===== config.mk =====
export PLATFORM = sky130hd
export DESIGN_NAME = rn_rename
export DESIGN_NICKNAME = d
export VERILOG_FILES = /design/src/common/rn_pkg.sv /design/src/rename/rn_freelist.sv /design/src/rename/rn_rat.sv /design/src/rename/rn_rename.sv
export SDC_FILE = /design/constraint.sdc
export NUM_CORES = 2
export LEC_CHECK = 0
export BUFFER_PORTS_ARGS = -buffer_cell sky130_fd_sc_hd__buf_2
export CELL_PAD_IN_SITES_DETAIL_PLACEMENT = 0
export CELL_PAD_IN_SITES_GLOBAL_PLACEMENT = 1
export CORE_MARGIN = 4
export CORE_UTILIZATION = 46
export CTS_CLUSTER_DIAMETER = 40
export DETAILED_ROUTE_END_ITERATION = 8
export GPL_ROUTABILITY_DRIVEN = 0
export GPL_TIMING_DRIVEN = 1
export MAX_ROUTING_LAYER = met4
export PLACE_DENSITY_LB_ADDON = 0.12
export RECOVER_POWER = 50
export SLEW_MARGIN = 30
export SYNTH_ARGS = -nofsm -noshare
export SYNTH_HDL_FRONTEND = slang
export SYNTH_HIERARCHICAL = 1
export SYNTH_SLANG_ARGS = --single-unit

===== constraint.sdc =====
create_clock -name clk -period 3.65 [get_ports clk]
set_input_delay 0.5475 -clock clk [delete_from_list [all_inputs] [get_ports clk]]
set_output_delay 0.5475 -clock clk [all_outputs]
set_load 0.02 [all_outputs]

===== src/common/rn_pkg.sv =====
/*
   Shared register widths and the rename request, response and commit structs
*/
package rn_pkg;

   // Logical and physical register number widths
   localparam int LRF_AW = 5;
   localparam int PRF_AW = 6;

   localparam int N_LRF = 1 << LRF_AW;            // Architectural registers
   localparam int N_PRF = 1 << PRF_AW;            // Physical registers

   // Physical registers that are not mapped after reset start out free
   localparam int FL_DEPTH = N_PRF - N_LRF;

   // One instruction entering rename
   typedef struct packed {
      logic              valid;
      logic              lrd_we;                  // Instruction writes a destination
      logic [LRF_AW-1:0] lrs1;
      logic [LRF_AW-1:0] lrs2;
      logic [LRF_AW-1:0] lrd;
   } rn_req_t;

   // One renamed instruction, sent on to the scheduler
   typedef struct packed {
      logic              valid;
      logic [PRF_AW-1:0] prs1;
      logic [PRF_AW-1:0] prs2;
      logic [PRF_AW-1:0] prd;                     // Newly allocated destination
      logic [PRF_AW-1:0] pfree;                   // Old mapping, freed when this commits
   } rn_rsp_t;

   // One instruction retiring from the ROB
   typedef struct packed {
      logic              we;
      logic [LRF_AW-1:0] lrd;
      logic [PRF_AW-1:0] prd;                     // Becomes the architectural mapping
      logic [PRF_AW-1:0] pfree;                   // Goes back to the free list
   } rn_commit_t;

   localparam int RN_REQ_W    = $bits(rn_req_t);
   localparam int RN_RSP_W    = $bits(rn_rsp_t);
   localparam int RN_COMMIT_W = $bits(rn_commit_t);

endpackage


===== src/rename/rn_freelist.sv =====
/*
   Circular free list of physical registers with speculative and committed heads
*/
module rn_freelist
   import rn_pkg::*;
#(
   parameter int ISSUE_WIDTH  = 2,
   parameter int COMMIT_WIDTH = 2
)
(
   input  logic                   clk,
   input  logic                   rst_n,
   input  logic [ISSUE_WIDTH-1:0] alloc,
   input  logic                   rollback,
   input  rn_commit_t             commit [COMMIT_WIDTH],
   output logic [PRF_AW-1:0]      fl_prd [ISSUE_WIDTH],
   output logic                   rename_ready
);

   localparam int IDX_W = $clog2(FL_DEPTH);
   localparam int PTR_W = IDX_W + 1;              // Extra bit tells full from empty

   logic [PRF_AW-1:0] fl_mem [FL_DEPTH];
   logic [PTR_W-1:0]  spec_head;                  // Next entry handed to rename
   logic [PTR_W-1:0]  cmt_head;                   // Oldest entry not yet committed
   logic [PTR_W-1:0]  tail;                       // Where freed registers are pushed
   logic [PTR_W-1:0]  fl_count;
   logic [PTR_W-1:0]  alloc_cnt;
   logic [PTR_W-1:0]  free_cnt;
   logic [PTR_W-1:0]  rd_ptr [ISSUE_WIDTH];
   logic [PTR_W-1:0]  wr_ptr [COMMIT_WIDTH];

   // Requesting slots take consecutive entries, so each slot's offset is the
   // number of requesting slots before it
   always_comb
   begin
      alloc_cnt = '0;
      for (int i = 0; i < ISSUE_WIDTH; i++)
      begin
         rd_ptr[i] = spec_head + alloc_cnt;
         alloc_cnt = alloc_cnt + PTR_W'(alloc[i]);
      end
   end

   always_comb
   begin
      free_cnt = '0;
      for (int k = 0; k < COMMIT_WIDTH; k++)
      begin
         wr_ptr[k] = tail + free_cnt;
         free_cnt  = free_cnt + PTR_W'(commit[k].we);
      end
   end

   always_comb
   begin
      for (int i = 0; i < ISSUE_WIDTH; i++)
         fl_prd[i] = fl_mem[rd_ptr[i][IDX_W-1:0]];
   end

   assign fl_count     = tail - spec_head;
   assign rename_ready = fl_count >= PTR_W'(ISSUE_WIDTH);   // Room for a full group

   always_ff @(posedge clk)
   begin
      if (!rst_n)
      begin
         spec_head <= '0;
         cmt_head  <= '0;
         tail      <= PTR_W'(FL_DEPTH);
      end
      else
      begin
         cmt_head <= cmt_head + free_cnt;
         tail     <= tail + free_cnt;
         if (rollback)
            spec_head <= cmt_head + free_cnt;     // Uncommitted allocations return
         else
            spec_head <= spec_head + alloc_cnt;
      end
   end

   // Registers N_LRF and up are the ones left unmapped at reset
   always_ff @(posedge clk)
   begin
      if (!rst_n)
      begin
         for (int i = 0; i < FL_DEPTH; i++)
            fl_mem[i] <= PRF_AW'(N_LRF + i);
      end
      else
      begin
         for (int k = 0; k < COMMIT_WIDTH; k++)
         begin
            if (commit[k].we)
               fl_mem[wr_ptr[k][IDX_W-1:0]] <= commit[k].pfree;
         end
      end
   end

   a_alloc_when_ready : assert property (
      @(posedge clk) disable iff (!rst_n) (|alloc) |-> rename_ready
   );

   a_count_in_range : assert property (
      @(posedge clk) disable iff (!rst_n) fl_count <= PTR_W'(FL_DEPTH)
   );

endmodule


===== src/rename/rn_rat.sv =====
/*
   Speculative and architectural register alias tables with in-group
   RAW/WAW bypass and rollback restore
*/
module rn_rat
   import rn_pkg::*;
#(
   parameter int ISSUE_WIDTH  = 2,
   parameter int COMMIT_WIDTH = 2
)
(
   input  logic              clk,
   input  logic              rst_n,
   input  rn_req_t           req [ISSUE_WIDTH],
   input  logic [PRF_AW-1:0] fl_prd [ISSUE_WIDTH],
   input  logic              rollback,
   input  rn_commit_t        commit [COMMIT_WIDTH],
   output logic [PRF_AW-1:0] prs1 [ISSUE_WIDTH],
   output logic [PRF_AW-1:0] prs2 [ISSUE_WIDTH],
   output logic [PRF_AW-1:0] pfree [ISSUE_WIDTH]
);

   logic [PRF_AW-1:0]      rat [N_LRF];           // Speculative mapping
   logic [PRF_AW-1:0]      arat [N_LRF];          // Committed mapping
   logic [PRF_AW-1:0]      arat_nxt [N_LRF];      // Committed mapping after this cycle
   logic [ISSUE_WIDTH-1:0] slot_we;               // Slot allocates a destination
   logic                   commit_dup;            // Two commits name one lrd

   always_comb
   begin
      for (int i = 0; i < ISSUE_WIDTH; i++)
         slot_we[i] = req[i].valid & req[i].lrd_we;
   end

   // Table lookup, then overridden by earlier writers in the same group.
   // Walking j upward lets the nearest earlier slot win.
   always_comb
   begin
      for (int i = 0; i < ISSUE_WIDTH; i++)
      begin
         prs1[i]  = rat[req[i].lrs1];
         prs2[i]  = rat[req[i].lrs2];
         pfree[i] = rat[req[i].lrd];
         for (int j = 0; j < i; j++)
         begin
            if (slot_we[j] && req[j].lrd == req[i].lrs1)
               prs1[i] = fl_prd[j];               // RAW on source 1
            if (slot_we[j] && req[j].lrd == req[i].lrs2)
               prs2[i] = fl_prd[j];               // RAW on source 2
            if (slot_we[j] && req[j].lrd == req[i].lrd)
               pfree[i] = fl_prd[j];              // WAW frees the earlier slot's prd
         end
      end
   end

   // Commits of this cycle are folded in before a rollback copies the table
   always_comb
   begin
      arat_nxt = arat;
      for (int k = 0; k < COMMIT_WIDTH; k++)
      begin
         if (commit[k].we)
            arat_nxt[commit[k].lrd] = commit[k].prd;
      end
   end

   always_ff @(posedge clk)
   begin
      if (!rst_n)
      begin
         for (int i = 0; i < N_LRF; i++)
            arat[i] <= PRF_AW'(i);                // Identity mapping
      end
      else
      begin
         arat <= arat_nxt;
      end
   end

   always_ff @(posedge clk)
   begin
      if (!rst_n)
      begin
         for (int i = 0; i < N_LRF; i++)
            rat[i] <= PRF_AW'(i);
      end
      else if (rollback)
      begin
         rat <= arat_nxt;                         // The request group is dropped
      end
      else
      begin
         for (int i = 0; i < ISSUE_WIDTH; i++)
         begin
            if (slot_we[i])
               rat[req[i].lrd] <= fl_prd[i];      // Later slots overwrite earlier ones
         end
      end
   end

   always_comb
   begin
      commit_dup = 1'b0;
      for (int k = 1; k < COMMIT_WIDTH; k++)
      begin
         for (int m = 0; m < k; m++)
         begin
            if (commit[k].we && commit[m].we && commit[k].lrd == commit[m].lrd)
               commit_dup = 1'b1;
         end
      end
   end

   // The ROB retires at most one writer per logical register in a cycle
   a_commit_lrd_unique : assert property (
      @(posedge clk) disable iff (!rst_n) !commit_dup
   );

endmodule


===== src/rename/rn_rename.sv =====
/*
   Rename stage top level, alias tables plus free list with registered responses
*/
module rn_rename
   import rn_pkg::*;
#(
   parameter int ISSUE_WIDTH  = 2,
   parameter int COMMIT_WIDTH = 2
)
(
   input  logic       clk,
   input  logic       rst_n,
   input  rn_req_t    req [ISSUE_WIDTH],
   input  logic       rollback,
   input  rn_commit_t commit [COMMIT_WIDTH],
   output rn_rsp_t    rsp [ISSUE_WIDTH],
   output logic       rename_ready
);

   logic [ISSUE_WIDTH-1:0] alloc;                 // Slots that need a new destination
   logic [PRF_AW-1:0]      fl_prd [ISSUE_WIDTH];
   logic [PRF_AW-1:0]      prs1 [ISSUE_WIDTH];
   logic [PRF_AW-1:0]      prs2 [ISSUE_WIDTH];
   logic [PRF_AW-1:0]      pfree [ISSUE_WIDTH];

   always_comb
   begin
      for (int i = 0; i < ISSUE_WIDTH; i++)
         alloc[i] = req[i].valid & req[i].lrd_we;
   end

   rn_rat #(
      .ISSUE_WIDTH  (ISSUE_WIDTH),
      .COMMIT_WIDTH (COMMIT_WIDTH)
   ) u_rat (
      .clk      (clk),
      .rst_n    (rst_n),
      .req      (req),
      .fl_prd   (fl_prd),
      .rollback (rollback),
      .commit   (commit),
      .prs1     (prs1),
      .prs2     (prs2),
      .pfree    (pfree)
   );

   rn_freelist #(
      .ISSUE_WIDTH  (ISSUE_WIDTH),
      .COMMIT_WIDTH (COMMIT_WIDTH)
   ) u_freelist (
      .clk          (clk),
      .rst_n        (rst_n),
      .alloc        (alloc),
      .rollback     (rollback),
      .commit       (commit),
      .fl_prd       (fl_prd),
      .rename_ready (rename_ready)
   );

   // Only the valid bits are reset; a rollback squashes the group in flight
   always_ff @(posedge clk)
   begin
      for (int i = 0; i < ISSUE_WIDTH; i++)
      begin
         rsp[i].prs1  <= prs1[i];
         rsp[i].prs2  <= prs2[i];
         rsp[i].prd   <= fl_prd[i];
         rsp[i].pfree <= pfree[i];
         if (!rst_n)
            rsp[i].valid <= 1'b0;
         else
            rsp[i].valid <= req[i].valid & ~rollback;
      end
   end

endmodule


After elaboration in Yosys (flattened, before gate mapping)
Memory sizes are Yosys's and may differ from the RTL's. A register that Yosys moved wholly into a read port is not among the register bits.
Index checks and enable logic that the tools add are counted.
{ "totals": {"ff_bits": 452, "mem_bits_rw": 192, "input_bits": 73, "out_inout_bits": 51, "elab_cells": 179, "mem_count": 1} }
{ "op_classes": {"n_addsub": 8, "n_lt_le_gt_ge": 13, "eq_ne": 3, "mux": 55, "bitwise_logic": 13, "reduce_logical": 9} }
{ "mem_list": {"columns": ["memory", "words", "width", "rd", "rd_ports_with_merged_regs", "wr", "line", "rtl"], "rows": [
  ["u_freelist.fl_mem", 32, 6, 2, 1, 32, "rn_freelist.sv:23", "logic [PRF_AW-1:0] fl_mem [FL_DEPTH];"]
]} }
{ "op_table": {"columns": ["operator", "count"], "rows": [
  ["$mux W192", 7],
  ["$bwmux W192", 4],
  ["$bmux W6 S5", 6],
  ["$mux W6", 22],
  ["$demux W6 S5", 4],
  ["$ge A6 B6 Y1 const B", 8],
  ["$not A5 Y6", 8],
  ["$lt A6 B1 Y1 const B", 4],
  ["$eq A5 B5 Y1", 3],
  ["$mux W5", 3],
  ["$add A6 B2 Y6", 2],
  ["$reduce_or A6 Y1", 2],
  ["$add A5 B1 Y5", 2],
  ["$mux W1", 9],
  ["$logic_and A1 B1 Y1", 7],
  ["$add A6 B6 Y6", 1],
  ["$ge A6 B2 Y1 const B", 1],
  ["$sub A6 B6 Y6", 1],
  ["$add A1 B1 Y2", 2],
  ["$and A1 B1 Y1", 4],
  ["$not A1 Y1", 1]
]} }

Logic depth before layout (Yosys ltp)
{ "logic_depth": {"word_depth": 12, "mapped_depth": 13} }

By module
The synthesis kept the hierarchy.
{ "modules_own_cells": {"columns": ["module", "instances", "cells_per_inst", "area_each_um2"], "rows": [
  ["rn_rat", 1, 3352, 29681.0],
  ["rn_freelist", 1, 1272, 13943.4],
  ["rn_rename", 1, 54, 1031.0]
]} }

Worst setup path before layout
OpenSTA, ideal clock, no wires.
{ "synth_path": {"kind": "in2reg", "from": "input port req[32] in the netlist's numbering", "to": "register u_rat/rat[111] in the netlist's numbering", "setup_time_ps": 58, "arrival_time_ps": 3388, "setup_slack_ps": 203, "stages": 13, "path_cell_list": "and2_1 ha_1 ha_1 clkbuf_1 buf_2 mux4_2 mux2i_1 a221oi_1 clkbuf_1 clkbuf_1 nor2_1 a311oi_1 a211o_1"} }
{ "synth_lines": {"columns": ["item", "line", "rtl"], "rows": [
  ["start: declaration", "rn_rename.sv:13", "input rn_req_t req [ISSUE_WIDTH],"],
  ["end signal: indexed assignment", "rn_rat.sv:85", "rat[i] <= PRF_AW'(i);"],
  ["end signal: assignment", "rn_rat.sv:89", "rat <= arat_nxt;"],
  ["end signal: indexed assignment", "rn_rat.sv:96", "rat[req[i].lrd] <= fl_prd[i];"],
  ["end: declaration", "rn_rat.sv:23", "logic [PRF_AW-1:0] rat [N_LRF];"]
]} }

Final worst setup path
{ "layout_path": {"from": "input port commit[35] in the netlist's numbering", "to": "register u_rat/rat[79] in the netlist's numbering"} }
{ "layout_between": {"elab_chain_cells": 4} }
{ "layout_rtl": {"columns": ["item", "line", "rtl"], "rows": [
  ["start: declaration", "rn_rename.sv:15", "input rn_commit_t commit [COMMIT_WIDTH],"],
  ["$mux W192 *", "rn_rat.sv:62", "if (commit[k].we)"],
  ["$bwmux W192", "rn_rat.sv:63", "arat_nxt[commit[k].lrd] = commit[k].prd;"],
  ["$mux W192 *", "rn_rat.sv:62", null],
  ["$mux W192 *", "rn_rat.sv:87", "else if (rollback)"]
]} }
Mark *: on every way between the ends. The rest lies on a longest branch, timed or not.
A chain may end at the register's enable or synchronous reset.

==> impl_metrics.csv <==
group,metric,value,unit
outcome,status,"finished, violations left",
outcome,violations,"capacitance limit, slew limit, setup timing",
floorplanning,die_w,319.6,µm
sta,maxSlewViolCount,250,
logic_synthesis,synth_seq_cells,644,
hold_path,worstHoldEndpoint,"u_freelist/tail[5]",
clock_tree,postCtsSetupBuffers,0,
detailed_routing,viasPerCell,7.171,
worst_setup_path,critPathKind,"in2reg",
place,placed_cells_incl_taps,5883,
detailed_routing,wirelength,210000,µm
clock_tree,cts_buffers,113,
clock_tree,worst_skew_pair.late_latency,0.74,ns
global_route,grt_antenna_before_repair,19,
final_layout,area_delta_synth_final,15.50,%
sta,fin_skew,0.04217,ns
logic_synthesis,synth-simple-area-share,15.54,%
detailed_routing,vias,43900,
power_and_ir_drop,switchingPower,7729,µW
final_layout,fin_cells,6122,
final_layout,mostFrequentLayoutCells,"nand2_1, dfxtp_1, mux2i_1",
logic_synthesis,synth_compound_area_share,19.24,%
floorplanning,rows,114,
floorplanning,boundaryPins,124,
place,place_hpwl,145400,µm
power_and_ir_drop,vdd_ir_drop_max,0.3778,mV
power_and_ir_drop,p_comb_share,20.1,%
worst_setup_path,crit-reg2reg-launch,"u_freelist/spec_head[0]",
clock_tree,cts_sinks,644,
clock_tree,htree_levels,3,
logic_synthesis,ys.flop_type,"dfxtp_1",
clock_tree,ctsLongestPathBuffers,3,
logic_synthesis,synth_top_family_by_area,"multiplexers",
hold_path,hp-start,"rst_n",
sta,hold-worst-slack,0.1762,ns
worst_setup_path,timing.rr.end,"u_rat/rat[60]",
power_and_ir_drop,power_density,462.4,nW/µm²
global_route,grt-ovfl-total,0,
global_route,grt_max_degree,105,
worst_setup_path,start_kind,"input port",
floorplanning,die_area,102100,µm²
final_layout,drive_gt1_share,19.93,%
clock_tree,cts_hold_buf,0,
sta,worst_slack,-0.02020,ns
sta,period_needed,3.670,ns
detailed_routing,ant_nets,0,
global_route,grt_pass1_vias,40450,
worst_setup_path,cp.required,4.28,ns
clock_tree,cts_tree,"done",
power_and_ir_drop,netSwitchingFraction,32.41,%
worst_setup_path,cp_cell_sequence,"clkbuf_1 > clkbuf_1 > and4bb_1 > clkbuf_1 > nand2_1 > mux2i_1 > a21oi_1 > a211o_1",
logic_synthesis,syn-num-nets,4770,
final_layout,final_area,51580,µm²
logic_synthesis,synth_cell_types,80,
logic_synthesis,yosys_warnings,6,
floorplanning,start_util,46.24,%
detailed_routing,wire_per_inst,34.30,µm
sta,max_slew_margin,-28.44,%
worst_setup_path,path_max_fanout,15,
final_layout,nets,4818,
logic_synthesis,async_reset_ff_share,0,%
logic_synthesis,yosys-mux-area-fraction,25.70,%
sta,rsz0062_at_grt,"no",
worst_setup_path,rr_worst_depth,12,
worst_setup_path,arrival,4.30,ns
logic_synthesis,synth_edf_count,192,
detailed_routing,firstDrtPassIters,9,
worst_setup_path,cpMostUsedCell,"clkbuf_1",
power_and_ir_drop,intPower,16120,µW
logic_synthesis,yosysSeqAreaShare,33.17,%
sta,fin_crit_sh,100.6,%
floorplanning,die_y,319.6,µm
global_route,grt_usage,40.87,%
power_and_ir_drop,p_leak,0.01843,µW
logic_synthesis,syn_area,44660,µm²
logic_synthesis,synth_fa_ha_area_share,0.5996,%
hold_path,hold-path-cell-count,2,
place,dpl-instance-area,47680,µm²
final_layout,mostFrequentLayoutCell,"nand2_1",
clock_tree,clockRootBuffer,"clkbuf_16",
sta,max_freq,272.5,MHz
place,pre_cts_ws,-0.3617,ns
global_route,grt_pass1_wl,298300,µm
worst_setup_path,ff2ff_setup_slack,0.15,ns
place,port_buffers,123,
detailed_routing,initialDrtViolationCount,6613,
clock_tree,clkTransAtPathRegs,0.05,ns
detailed_routing,drc,0,
sta,setup_viol,1,
power_and_ir_drop,p_seq_share,33.6,%
worst_setup_path,slowest_stage,"clkbuf_1",
sta,worst_pin_slew,1.927,ns
logic_synthesis,synth.avg_cell_area,9.546,µm²
worst_setup_path,endpoint_kind,"register",
logic_synthesis,synth-xor-area-share,0.5127,%
flow_run,cap_viol_max_count,6,
floorplanning,core,96570,µm²
hold_path,worstHoldPathType,"in2reg",
logic_synthesis,syn_inst,4678,
worst_setup_path,startpoint,"commit[35]",
worst_setup_path,cpPeakStageDelay,1.37,ns
sta,hold_viol_final,0,
final_layout,final_core_util,53.41,%
power_and_ir_drop,pwr-share-clk,46.4,%
==> area by class of cell <==
| class | count | area, µm² |
|---|---|---|
| Sequential cell | 644 | 14820 |
| Inverter | 40 | 155.1 |
| Fill cell | 8830 | 44990 |
| Tap cell | 1276 | 1597 |
| Timing Repair Buffer | 437 | 3327 |
| Multi-Input combinational cell | 3490 | 27640 |
| Antenna cell | 20 | 50.05 |
| Clock buffer | 131 | 2998 |
| Clock inverter | 84 | 988.4 |
==> cells by family after synthesis <==
kind of cell | count (synthesis)
flip-flops | 644
XOR/XNOR | 24
multiplexers | 759
buffers and inverters | 544
AND/OR/NAND/NOR | 1482
AO/OA/AOI/OAI | 1206
adder cells (fa/ha/maj) | 19
==> power by group through the flow <==
stage                     Combinational (µW)  Clock, µW  Sequential [µW]
final                                   4790      11100             8000
after global routing                    4870      11500             8000
after CTS                               4620      11100             7970
after detailed placement                4600          0             8110
after global placement                  4590          0             8100
after floorplan                         2490          0             8060
==> synthesized netlist by cell type (9+ instances only) <==
cell type,n,area (µm²)
nor2_2,24,150.1
nand4_1,19,118.9
a221oi_1,35,306.5
a22o_1,34,297.8
edfxtp_1,192,5766
nand2_1,471,1768
inv_1,34,127.6
nand2b_1,115,719.4
buf_2,98,490.5
o41ai_1,9,78.83
mux2i_1,423,4234
mux2_2,23,259.0
a211oi_1,51,382.9
o21ai_1,11,55.05
a311oi_1,271,2374
a31oi_1,30,187.7
dfxtp_1,452,9049
o31ai_1,33,247.7
nor2_1,414,1554
nand2_2,11,68.82
xor2_1,11,96.34
or3_1,18,112.6
nor3_1,46,230.2
xnor2_1,12,105.1
mux4_2,306,6892
buf_6,13,146.4
o21ai_0,283,1416
and3b_1,9,78.83
a22oi_1,96,720.7
nor2b_1,11,68.82
clkbuf_1,345,1295
ha_1,15,187.7
nand3_1,230,1151
buf_4,20,150.1
nand3b_1,22,165.2
a21o_1,112,840.8
a21oi_1,126,630.6
a211o_1,80,700.7
and2_1,25,156.4
buf_1,27,101.4
==> timing repair <==
action	4_1_cts	5_1_grt
setup endpoints to repair	1	1
pin swaps	0	0
gates resized for setup	3	1
endpoints found under the hold margin	0	0
==> metal layers <==
layer | track usage, % | vias up | wire length [µm]
met5 | - | - | 0
met3 | 12.11 | 799 | 26610
met1 | 50.64 | 21550 | 77380
met2 | 59.53 | 3467 | 91300
met4 | 23.28 | 0 | 14690
li1 | - | 18090 | -
==> worst max path at each step <==
stage | endpoint | cells after the start
after global placement | u_rat/rat[117] | 13
after CTS | rename_ready | 7
after floorplan | u_rat/rat[111] | 13
final | u_rat/rat[79] | 8
after detailed placement | u_rat/rat[105] | 13
after global routing | u_rat/rat[79] | 8
==> state kept, by name, indices dropped and copies added, names as in the netlist <==
name                  cells
u_freelist/cmt_head       6
u_freelist/fl_mem       192
u_rat/rat               192
u_rat/arat              192
u_freelist/tail           6
rsp                      50
u_freelist/spec_head      6
==> critical path, delay by kind of cell <==
family | cells | cell delay (ns)
buffers and inverters | 3 | 2.12
AND/OR/NAND/NOR | 2 | 0.92
AO/OA/AOI/OAI | 2 | 0.45
multiplexers | 1 | 0.24
==> per-stage QoR <==
step           power [µW]  setup TNS, ns
2_1_floorplan       10540              0
3_3_place_gp        12700         -22.91
3_5_place_dp        12710         -26.63
4_1_cts             23730              0
5_1_grt             24340              0
6_report            23850       -0.02020
Power figures use the tool's default switching activity.
